**src/win_pkg.sv**
```systemverilog
package win_pkg;

  ////////////////////////////////////////////////////////////
  // widths
  ////////////////////////////////////////////////////////////

  localparam int pix_w = 8;
  localparam int coord_w = 10;

  // holds a full sum over a 5x5 window of 8-bit pixels.
  localparam int res_w = 16;

  ////////////////////////////////////////////////////////////
  // types
  ////////////////////////////////////////////////////////////

  typedef logic [pix_w-1:0] pixel_t;

  typedef enum logic [1:0] {
    op_sum,
    op_max,
    op_min
  } op_e;

  // one input beat: the pixel and the reduction it asks for.
  typedef struct packed {
    op_e    op;
    pixel_t pix;
  } pix_in_t;

  // one reduced window, tagged with the position of its newest pixel.
  typedef struct packed {
    logic [res_w-1:0]   value;
    logic [coord_w-1:0] row;
    logic [coord_w-1:0] col;
    logic               last;
  } res_out_t;

  typedef enum logic [2:0] {
    st_idle,
    st_accept,
    st_wait_req_low,
    st_out_req,
    st_wait_ack_low
  } ctrl_state_e;

endpackage

```
**src/line_buffer.sv**
```systemverilog
`timescale 1ns/1ps

module line_buffer #(
  parameter int K    = 3,
  parameter int COLS = 8
) (
  input  logic                     clk,
  input  logic                     rst_n,
  input  logic                     advance_i,
  input  win_pkg::pixel_t          pix_i,
  output win_pkg::pixel_t [K-1:0]  column_o
);

  // k-1 rows of delay laid end to end in one shift chain.
  localparam int DEPTH = (K - 1) * COLS;

  win_pkg::pixel_t [DEPTH-1:0] chain_q;

  ////////////////////////////////////////////////////////////
  // row delay chain
  ////////////////////////////////////////////////////////////

  // element 0 always holds the most recently accepted pixel.
  always_ff @(posedge clk) begin
    if (!rst_n) begin
      chain_q <= '0;
    end else if (advance_i) begin
      chain_q <= {chain_q[DEPTH-2:0], pix_i};
    end
  end

  ////////////////////////////////////////////////////////////
  // vertical taps
  ////////////////////////////////////////////////////////////

  // the incoming pixel is the bottom of the column.
  assign column_o[0] = pix_i;

  // pixels arrive without gaps in raster order, so a tap placed
  // j*COLS beats back sits exactly j rows above the incoming pixel.
  for (genvar j = 1; j < K; j++) begin : g_tap
    assign column_o[j] = chain_q[j*COLS-1];
  end

endmodule

```
**src/stream_ctrl.sv**
```systemverilog
`timescale 1ns/1ps

module stream_ctrl (
  input  logic clk,
  input  logic rst_n,
  input  logic in_req_i,
  input  logic window_ok_i,
  input  logic res_valid_i,
  input  logic out_ack_i,
  output logic in_ack_o,
  output logic advance_o,
  output logic load_o,
  output logic out_req_o
);

  win_pkg::ctrl_state_e state_q;
  win_pkg::ctrl_state_e ret_state;

  // set when a result is on its way and cleared once the sink takes it.
  logic res_pend_q;

  // a pixel is taken only from idle, so each request advances once.
  assign advance_o = (state_q == win_pkg::st_idle) && in_req_i;

  // st_accept is the cycle right after the advance.
  assign load_o = (state_q == win_pkg::st_accept) && window_ok_i;

  // where to go once the input handshake has closed.
  always_comb begin
    if (res_pend_q || load_o) begin
      ret_state = win_pkg::st_out_req;
    end else if (out_ack_i) begin
      ret_state = win_pkg::st_wait_ack_low;
    end else begin
      ret_state = win_pkg::st_idle;
    end
  end

  ////////////////////////////////////////////////////////////
  // input handshake FSM
  ////////////////////////////////////////////////////////////

  always_ff @(posedge clk) begin
    if (!rst_n) begin
      state_q  <= win_pkg::st_idle;
      in_ack_o <= 1'b0;
    end else begin
      case (state_q)
        win_pkg::st_idle: begin
          if (in_req_i) begin
            in_ack_o <= 1'b1;
            state_q  <= win_pkg::st_accept;
          end
        end
        win_pkg::st_accept, win_pkg::st_wait_req_low: begin
          if (!in_req_i) begin
            in_ack_o <= 1'b0;
            state_q  <= ret_state;
          end else begin
            state_q <= win_pkg::st_wait_req_low;
          end
        end
        win_pkg::st_out_req: begin
          if (!res_pend_q) begin
            state_q <= win_pkg::st_wait_ack_low;
          end
        end
        win_pkg::st_wait_ack_low: begin
          if (!out_ack_i) begin
            state_q <= win_pkg::st_idle;
          end
        end
        default: state_q <= win_pkg::st_idle;
      endcase
    end
  end

  ////////////////////////////////////////////////////////////
  // output handshake
  ////////////////////////////////////////////////////////////

  always_ff @(posedge clk) begin
    if (!rst_n) begin
      res_pend_q <= 1'b0;
      out_req_o  <= 1'b0;
    end else begin
      if (load_o) begin
        res_pend_q <= 1'b1;
      end else if (out_req_o && out_ack_i) begin
        res_pend_q <= 1'b0;
      end
      if (res_valid_i) begin
        out_req_o <= 1'b1;
      end else if (out_ack_i) begin
        out_req_o <= 1'b0;
      end
    end
  end

endmodule

```
**src/window_buffer.sv**
```systemverilog
`timescale 1ns/1ps

module window_buffer #(
  parameter int K    = 3,
  parameter int COLS = 8,
  parameter int ROWS = 6
) (
  input  logic                                 clk,
  input  logic                                 rst_n,
  input  logic                                 advance_i,
  input  win_pkg::op_e                         op_i,
  input  win_pkg::pixel_t [K-1:0]              column_i,
  output win_pkg::pixel_t [K-1:0][K-1:0]       window_o,
  output win_pkg::op_e                         op_o,
  output logic                                 window_ok_o,
  output logic [win_pkg::coord_w-1:0]          row_o,
  output logic [win_pkg::coord_w-1:0]          col_o,
  output logic                                 last_o
);

  localparam int CW = win_pkg::coord_w;

  // win_q[r][c] is r rows above and c columns left of the newest pixel.
  win_pkg::pixel_t [K-1:0][K-1:0] win_q;

  // position of the pixel that the next advance will accept.
  logic [CW-1:0] col_q;
  logic [CW-1:0] row_q;
  logic [CW-1:0] col_inc;
  logic [CW-1:0] row_inc;
  logic          col_wrap;
  logic          row_wrap;

  assign col_inc  = col_q + 1'b1;
  assign row_inc  = row_q + 1'b1;
  assign col_wrap = (col_q == CW'(COLS - 1));
  assign row_wrap = (row_q == CW'(ROWS - 1));

  ////////////////////////////////////////////////////////////
  // counters and window array
  ////////////////////////////////////////////////////////////

  always_ff @(posedge clk) begin
    if (!rst_n) begin
      col_q       <= '0;
      row_q       <= '0;
      win_q       <= '0;
      window_ok_o <= 1'b0;
      last_o      <= 1'b0;
    end else if (advance_i) begin
      col_q <= col_wrap ? '0 : col_inc;
      if (col_wrap) begin
        row_q <= row_wrap ? '0 : row_inc;
      end
      for (int r = 0; r < K; r++) begin
        win_q[r] <= {win_q[r][K-2:0], column_i[r]};
      end
      // full window once k rows and k columns have been seen.
      window_ok_o <= (row_q >= CW'(K - 1)) && (col_q >= CW'(K - 1));
      last_o      <= row_wrap && col_wrap;
    end
  end

  // tags of the accepted pixel, held until the next advance.
  always_ff @(posedge clk) begin
    if (advance_i) begin
      op_o  <= op_i;
      row_o <= row_q;
      col_o <= col_q;
    end
  end

  assign window_o = win_q;

endmodule

```
**src/window_filter_top.sv**
```systemverilog
`timescale 1ns/1ps

module window_filter_top #(
  parameter int K    = 3,
  parameter int COLS = 8,
  parameter int ROWS = 6
) (
  input  logic                clk,
  input  logic                rst_n,
  input  logic                in_req_i,
  input  win_pkg::pix_in_t    in_data_i,
  input  logic                out_ack_i,
  output logic                in_ack_o,
  output logic                out_req_o,
  output win_pkg::res_out_t   out_data_o
);

  logic                             advance;
  logic                             load;
  logic                             window_ok;
  logic                             res_valid;
  win_pkg::pixel_t [K-1:0]          column;
  win_pkg::pixel_t [K-1:0][K-1:0]   window;
  win_pkg::op_e                     win_op;
  logic [win_pkg::coord_w-1:0]      win_row;
  logic [win_pkg::coord_w-1:0]      win_col;
  logic                             win_last;

  stream_ctrl u_stream_ctrl (
    .clk         (clk),
    .rst_n       (rst_n),
    .in_req_i    (in_req_i),
    .window_ok_i (window_ok),
    .res_valid_i (res_valid),
    .out_ack_i   (out_ack_i),
    .in_ack_o    (in_ack_o),
    .advance_o   (advance),
    .load_o      (load),
    .out_req_o   (out_req_o)
  );

  line_buffer #(.K(K), .COLS(COLS)) u_line_buffer (
    .clk       (clk),
    .rst_n     (rst_n),
    .advance_i (advance),
    .pix_i     (in_data_i.pix),
    .column_o  (column)
  );

  window_buffer #(.K(K), .COLS(COLS), .ROWS(ROWS)) u_window_buffer (
    .clk         (clk),
    .rst_n       (rst_n),
    .advance_i   (advance),
    .op_i        (in_data_i.op),
    .column_i    (column),
    .window_o    (window),
    .op_o        (win_op),
    .window_ok_o (window_ok),
    .row_o       (win_row),
    .col_o       (win_col),
    .last_o      (win_last)
  );

  window_reduce #(.K(K)) u_window_reduce (
    .clk         (clk),
    .rst_n       (rst_n),
    .load_i      (load),
    .window_i    (window),
    .op_i        (win_op),
    .row_i       (win_row),
    .col_i       (win_col),
    .last_i      (win_last),
    .res_o       (out_data_o),
    .res_valid_o (res_valid)
  );

endmodule

```
**src/window_reduce.sv**
```systemverilog
`timescale 1ns/1ps

module window_reduce #(
  parameter int K = 3
) (
  input  logic                                 clk,
  input  logic                                 rst_n,
  input  logic                                 load_i,
  input  win_pkg::pixel_t [K-1:0][K-1:0]       window_i,
  input  win_pkg::op_e                         op_i,
  input  logic [win_pkg::coord_w-1:0]          row_i,
  input  logic [win_pkg::coord_w-1:0]          col_i,
  input  logic                                 last_i,
  output win_pkg::res_out_t                    res_o,
  output logic                                 res_valid_o
);

  localparam int RW = win_pkg::res_w;

  logic [RW-1:0]   acc_sum;
  win_pkg::pixel_t acc_max;
  win_pkg::pixel_t acc_min;
  logic [RW-1:0]   value;

  ////////////////////////////////////////////////////////////
  // reduction over the whole window
  ////////////////////////////////////////////////////////////

  always_comb begin
    acc_sum = '0;
    acc_max = '0;
    acc_min = '1;
    for (int r = 0; r < K; r++) begin
      for (int c = 0; c < K; c++) begin
        acc_sum = acc_sum + RW'(window_i[r][c]);
        if (window_i[r][c] > acc_max) begin
          acc_max = window_i[r][c];
        end
        if (window_i[r][c] < acc_min) begin
          acc_min = window_i[r][c];
        end
      end
    end
  end

  // max and min are zero extended into the result field.
  always_comb begin
    case (op_i)
      win_pkg::op_max: value = RW'(acc_max);
      win_pkg::op_min: value = RW'(acc_min);
      default:         value = acc_sum;
    endcase
  end

  ////////////////////////////////////////////////////////////
  // result register
  ////////////////////////////////////////////////////////////

  always_ff @(posedge clk) begin
    if (!rst_n) begin
      res_valid_o <= 1'b0;
    end else begin
      res_valid_o <= load_i;
    end
  end

  always_ff @(posedge clk) begin
    if (load_i) begin
      res_o.value <= value;
      res_o.row   <= row_i;
      res_o.col   <= col_i;
      res_o.last  <= last_i;
    end
  end

endmodule
```
**config.mk**
```make
export PLATFORM = sky130hd
export DESIGN_NAME = window_filter_top
export DESIGN_NICKNAME = d
export VERILOG_FILES = /design/src/win_pkg.sv /design/src/line_buffer.sv /design/src/stream_ctrl.sv /design/src/window_buffer.sv /design/src/window_filter_top.sv /design/src/window_reduce.sv
export SDC_FILE = /design/constraint.sdc
export NUM_CORES = 1
export LEC_CHECK = 0
export BUFFER_PORTS_ARGS = -buffer_cell sky130_fd_sc_hd__buf_2
export CAP_MARGIN = 20
export CELL_PAD_IN_SITES_DETAIL_PLACEMENT = 1
export CELL_PAD_IN_SITES_GLOBAL_PLACEMENT = 2
export CORE_UTILIZATION = 43
export CTS_CLUSTER_SIZE = 12
export DETAILED_ROUTE_END_ITERATION = 7
export PLACE_DENSITY_LB_ADDON = 0.12
export SYNTH_ARGS = -nofsm -noshare
export SYNTH_HDL_FRONTEND = slang
export SYNTH_SLANG_ARGS = --single-unit
```
**constraint.sdc**
```tcl
create_clock -name clk -period 23.5 [get_ports clk]
set_input_delay 1.175 -clock clk [delete_from_list [all_inputs] [get_ports clk]]
set_output_delay 1.175 -clock clk [all_outputs]
set_load 0.01 [all_outputs]
```
==> flow_summary.yaml <==
setup_path:
  arrival_ns: 17.50
  slowest_stage: "o21ai_1"
  endpoint_kind: "flip-flop"
  critPathLaunch: "u_window_buffer.window_o[3]"
  worstRegToRegCells: 76
  endpoint: "u_window_reduce.res_o[24]"
  critPathKind: "reg2reg"
  path_max_fanout: 13
  slowest_delay_ns: 0.68
  critPathLaunchType: "flip-flop"
  cp.required_ns: 23.78
  rr_startpoint: "u_window_buffer.window_o[3]"
  ff2ff_setup_slack_ns: 6.28
  path_common_cell: "o21ai_0"
  regToRegEndpoint: "u_window_reduce.res_o[24]"
placed_design:
  dp.cells: 2252
  port_buffers: 48
  place.gp.congestion: 0.915
  place_hpwl_mm: 33.6
synthesis:
  synth_compound_area_frac: 0.202
  yosys.area.top_type: "dfxtp_1"
  synth_top_family_by_area: "compound AO/OA/AOI/OAI gates"
  synth_xor_area_frac: 0.0164
  synth_area_leaders: "dfxtp_1, ha_1, edfxtp_1"
  syn-cell-area_um2: 15500
  synth_fa_ha_area_frac: 0.176
  yosys.area_share.simple: 0.179
  synth_top_area_frac: 0.234
  dominantRegCellSynth: "dfxtp_1"
  synthArstFlopShare: 0
  seq_area_frac_synth: 0.340
  muxShareOfSynthArea: 0.0302
  synth_cells: 1803
  ys_warn_count: 0
  synth.avg_cell_area_um2: 8.60
  synthDistinctLibCells: 79
  synth_edf_count: 55
  synth-seq-cells: 236
routing:
  via_count: 12800
  drt_wl_total_mm: 45.2
  drtAntennaViolNets: 0
  drtIter0Drc: 647
  wl_per_cell_um: 19.6
  drc: 0
  via_per_inst: 5.54
  drt-pass1-iter-count: 5
power_and_ir_drop:
  p_leak_nw: 6.88
  powerDensity_nw_per_um2: 113
  ir_drop_v: 0.000142
cts:
  post-cts-setup-buffers: 0
  post_cts_resized: 0
  cts_hold_buffers: 0
  worstSkewPairLatency_ns: 0.56
  clockBufferDepth: 3
  clock_tree.root_cell: "clkbuf_16"
  cts_tree: "built"
  cts_buffers: 28
  path_clk_slew_ns: 0.06
  h-tree-depth: 1
  clkSinkCount: 236
die:
  io_pins: 53
  start_util: 0.436
  die_area_um2: 36800
  core-area_um2: 35600
  std_cell_rows: 69
  die_h_um: 192
  die_w_um: 192
timing:
  fin_crit_ns: 17.22
  fin_crit_sh: 0.733
  worst_pin_slew_ns: 1.05
  setup-tns-final_ns: 0
  final_hold_viol_count: 0
  rsz0062_at_grt: "false"
  clock_skew_ns: 0.0113
  slew_viol_final: 0
  slew_headroom: 0.288
  max_freq_ghz: 0.0581
  setup_viol: 0
final_layout:
  layout-drive-gt1-share: 0.0781
  instances_no_fill: 2304
  final_nets: 2025
  fillers: 4212
  diodes: 0
  syn2layout_area_growth_pct: 9.85
outcome:
  status: "complete, no violations"
global_routing:
  grt_pass1_vias: 13300
  gr-total-overflow: 0
  grt_pass1_wl_mm: 72.0
  gr-usage-all-layers: 0.252
  antenna_found_initial: 0
  grt_max_degree: 93
job:
  maxCapViolations: 0
worst_hold_path:
  hold_class: "reg2reg"
cells by family (layout without fill, tap and decap cells):
group,after synthesis,after routing
compound gates,445,445
buf+inv,222,259
fa+ha+maj,190,190
flops,236,236
other cells,1,4
xor+xnor,29,29
simple gates,635,635
mux,45,45
stage by stage:
| step | instance area (um^2) | utilization | hold WS (ns) | worst slack [ns] | power [mW] |
|---|---|---|---|---|---|
| after floorplan | 15500 | - | 0.400 | 9.32 | 1.26 |
| after global placement | 16200 | 0.454 | 0.400 | 6.38 | 1.48 |
| after detailed placement | 16200 | 0.454 | 0.406 | 6.40 | 1.50 |
| after CTS | 17000 | 0.479 | 0.422 | 6.35 | 1.93 |
| after global routing | 17000 | 0.479 | 0.420 | 4.61 | 2.08 |
| final | 17000 | 0.479 | 0.420 | 6.28 | 1.93 |
sequential cells by signal, indices dropped and copies added, names as in the netlist:
| register | cells |
|---|---|
| u_stream_ctrl.state_q | 3 |
| u_window_buffer.window_o | 72 |
| u_stream_ctrl.out_req_o | 1 |
| u_window_buffer.row_q | 10 |
| u_window_buffer.last_o | 1 |
| u_window_buffer.window_ok_o | 1 |
| u_line_buffer.chain_q | 64 |
| u_window_buffer.col_q | 10 |
| u_window_buffer.col_o | 10 |
| u_window_buffer.op_o | 2 |
| u_window_reduce.res_o | 33 |
| u_stream_ctrl.in_ack_o | 1 |
| u_window_buffer.row_o | 10 |
| u_stream_ctrl.res_pend_q | 1 |
| u_line_buffer.column_o | 16 |
| u_window_reduce.res_valid_o | 1 |
layer usage:
layer  part of all wire  up-vias  GRT usage  routed length [um]
met3              0.037       52     0.0294                1670
met2               0.46      172      0.413               20800
met1               0.49     6282      0.351               22000
met5                  0        -          0                   0
li1                   -     6269          -                   -
met4              0.017        0     0.0592                 771
worst max-delay path: cells and delay by family (launching register included):
family / cells / cell delay, ns
AO/OA/AOI/OAI: 31 / 7.02
AND/OR/NAND/NOR: 27 / 5.20
adder cells (fa/ha/maj): 8 / 2.41
multiplexers: 3 / 1.08
buffers and inverters: 7 / 0.73
flip-flops: 1 / 0.47
report_power, final:
group	switching, mW	internal (mW)	total (mW)
sequential	0.00884	0.430	0.439
combinational	0.671	0.402	1.07
clock	0.177	0.244	0.421
total	0.856	1.08	1.93
synthesized netlist by cell type (16+ instances only):
| cell | n |
|---|---|
| a21o_1 | 29 |
| a21oi_1 | 72 |
| clkbuf_1 | 69 |
| dfxtp_1 | 181 |
| o21ai_0 | 56 |
| inv_1 | 143 |
| nand4_1 | 16 |
| a21boi_0 | 156 |
| ha_1 | 141 |
| nor3_1 | 17 |
| nor2_1 | 94 |
| nor2b_1 | 23 |
| mux2i_1 | 35 |
| nand3_1 | 39 |
| nand2_1 | 373 |
| edfxtp_1 | 55 |
| xnor2_1 | 16 |
| fa_1 | 48 |
| o21a_1 | 20 |
area by class of cell:
cell class                      count  area [um^2]  share of cell area
Sequential cell                   236         5280               0.310
Multi-Input combinational cell   1348         9410               0.552
Inverter                          144          546              0.0320
Clock inverter                     10         87.6             0.00514
Clock buffer                       41          791              0.0464
Timing Repair Buffer               64          358              0.0210
Tap cell                          461          577              0.0339
placed cells by master, fill, tap and decap left out, types with 5 or more instances in the layout:
cell type / Yosys / routed
clkbuf_1: 69 / 10
a31oi_1: 10 / 10
nand2b_1: 13 / 13
a21o_1: 29 / 29
nor2_1: 94 / 94
mux2_2: 8 / 8
or2_2: 5 / 5
nand3_1: 39 / 39
mux2i_1: 35 / 35
clkbuf_16: 0 / 29
fa_1: 48 / 48
inv_1: 143 / 143
o31ai_1: 9 / 8
nor2b_1: 23 / 23
nor4_1: 6 / 6
a211oi_1: 9 / 9
o211ai_1: 8 / 8
a21boi_0: 156 / 156
xnor2_1: 16 / 16
edfxtp_1: 55 / 55
or3_1: 6 / 6
nand2_1: 373 / 372
o21ai_0: 56 / 56
and2_1: 14 / 14
o311a_1: 7 / 7
a21oi_1: 72 / 72
a311oi_1: 8 / 8
dfxtp_1: 181 / 181
a31o_2: 6 / 6
xor2_1: 13 / 13
and3_1: 10 / 10
o21bai_1: 7 / 7
o21ai_1: 6 / 6
o21a_1: 20 / 20
buf_4: 5 / 15
buf_2: 1 / 49
nand4_1: 16 / 16
nor3_1: 17 / 17
ha_1: 141 / 141
worst min path at each step:
stage	end	slack [ns]	startpoint	cells past startpoint
final	u_window_reduce.res_o[1]	0.42	u_window_buffer.col_o[0]	0
after global routing	u_window_reduce.res_o[1]	0.42	u_window_buffer.col_o[0]	0
after CTS	u_window_reduce.res_o[1]	0.42	u_window_buffer.col_o[0]	0
after detailed placement	u_window_reduce.res_o[1]	0.41	u_window_buffer.col_o[0]	0
after global placement	u_window_reduce.res_o[19]	0.40	u_window_buffer.row_o[8]	0
after floorplan	u_window_reduce.res_o[10]	0.40	u_window_buffer.col_o[9]	0
(Power assumes the default switching activity.)
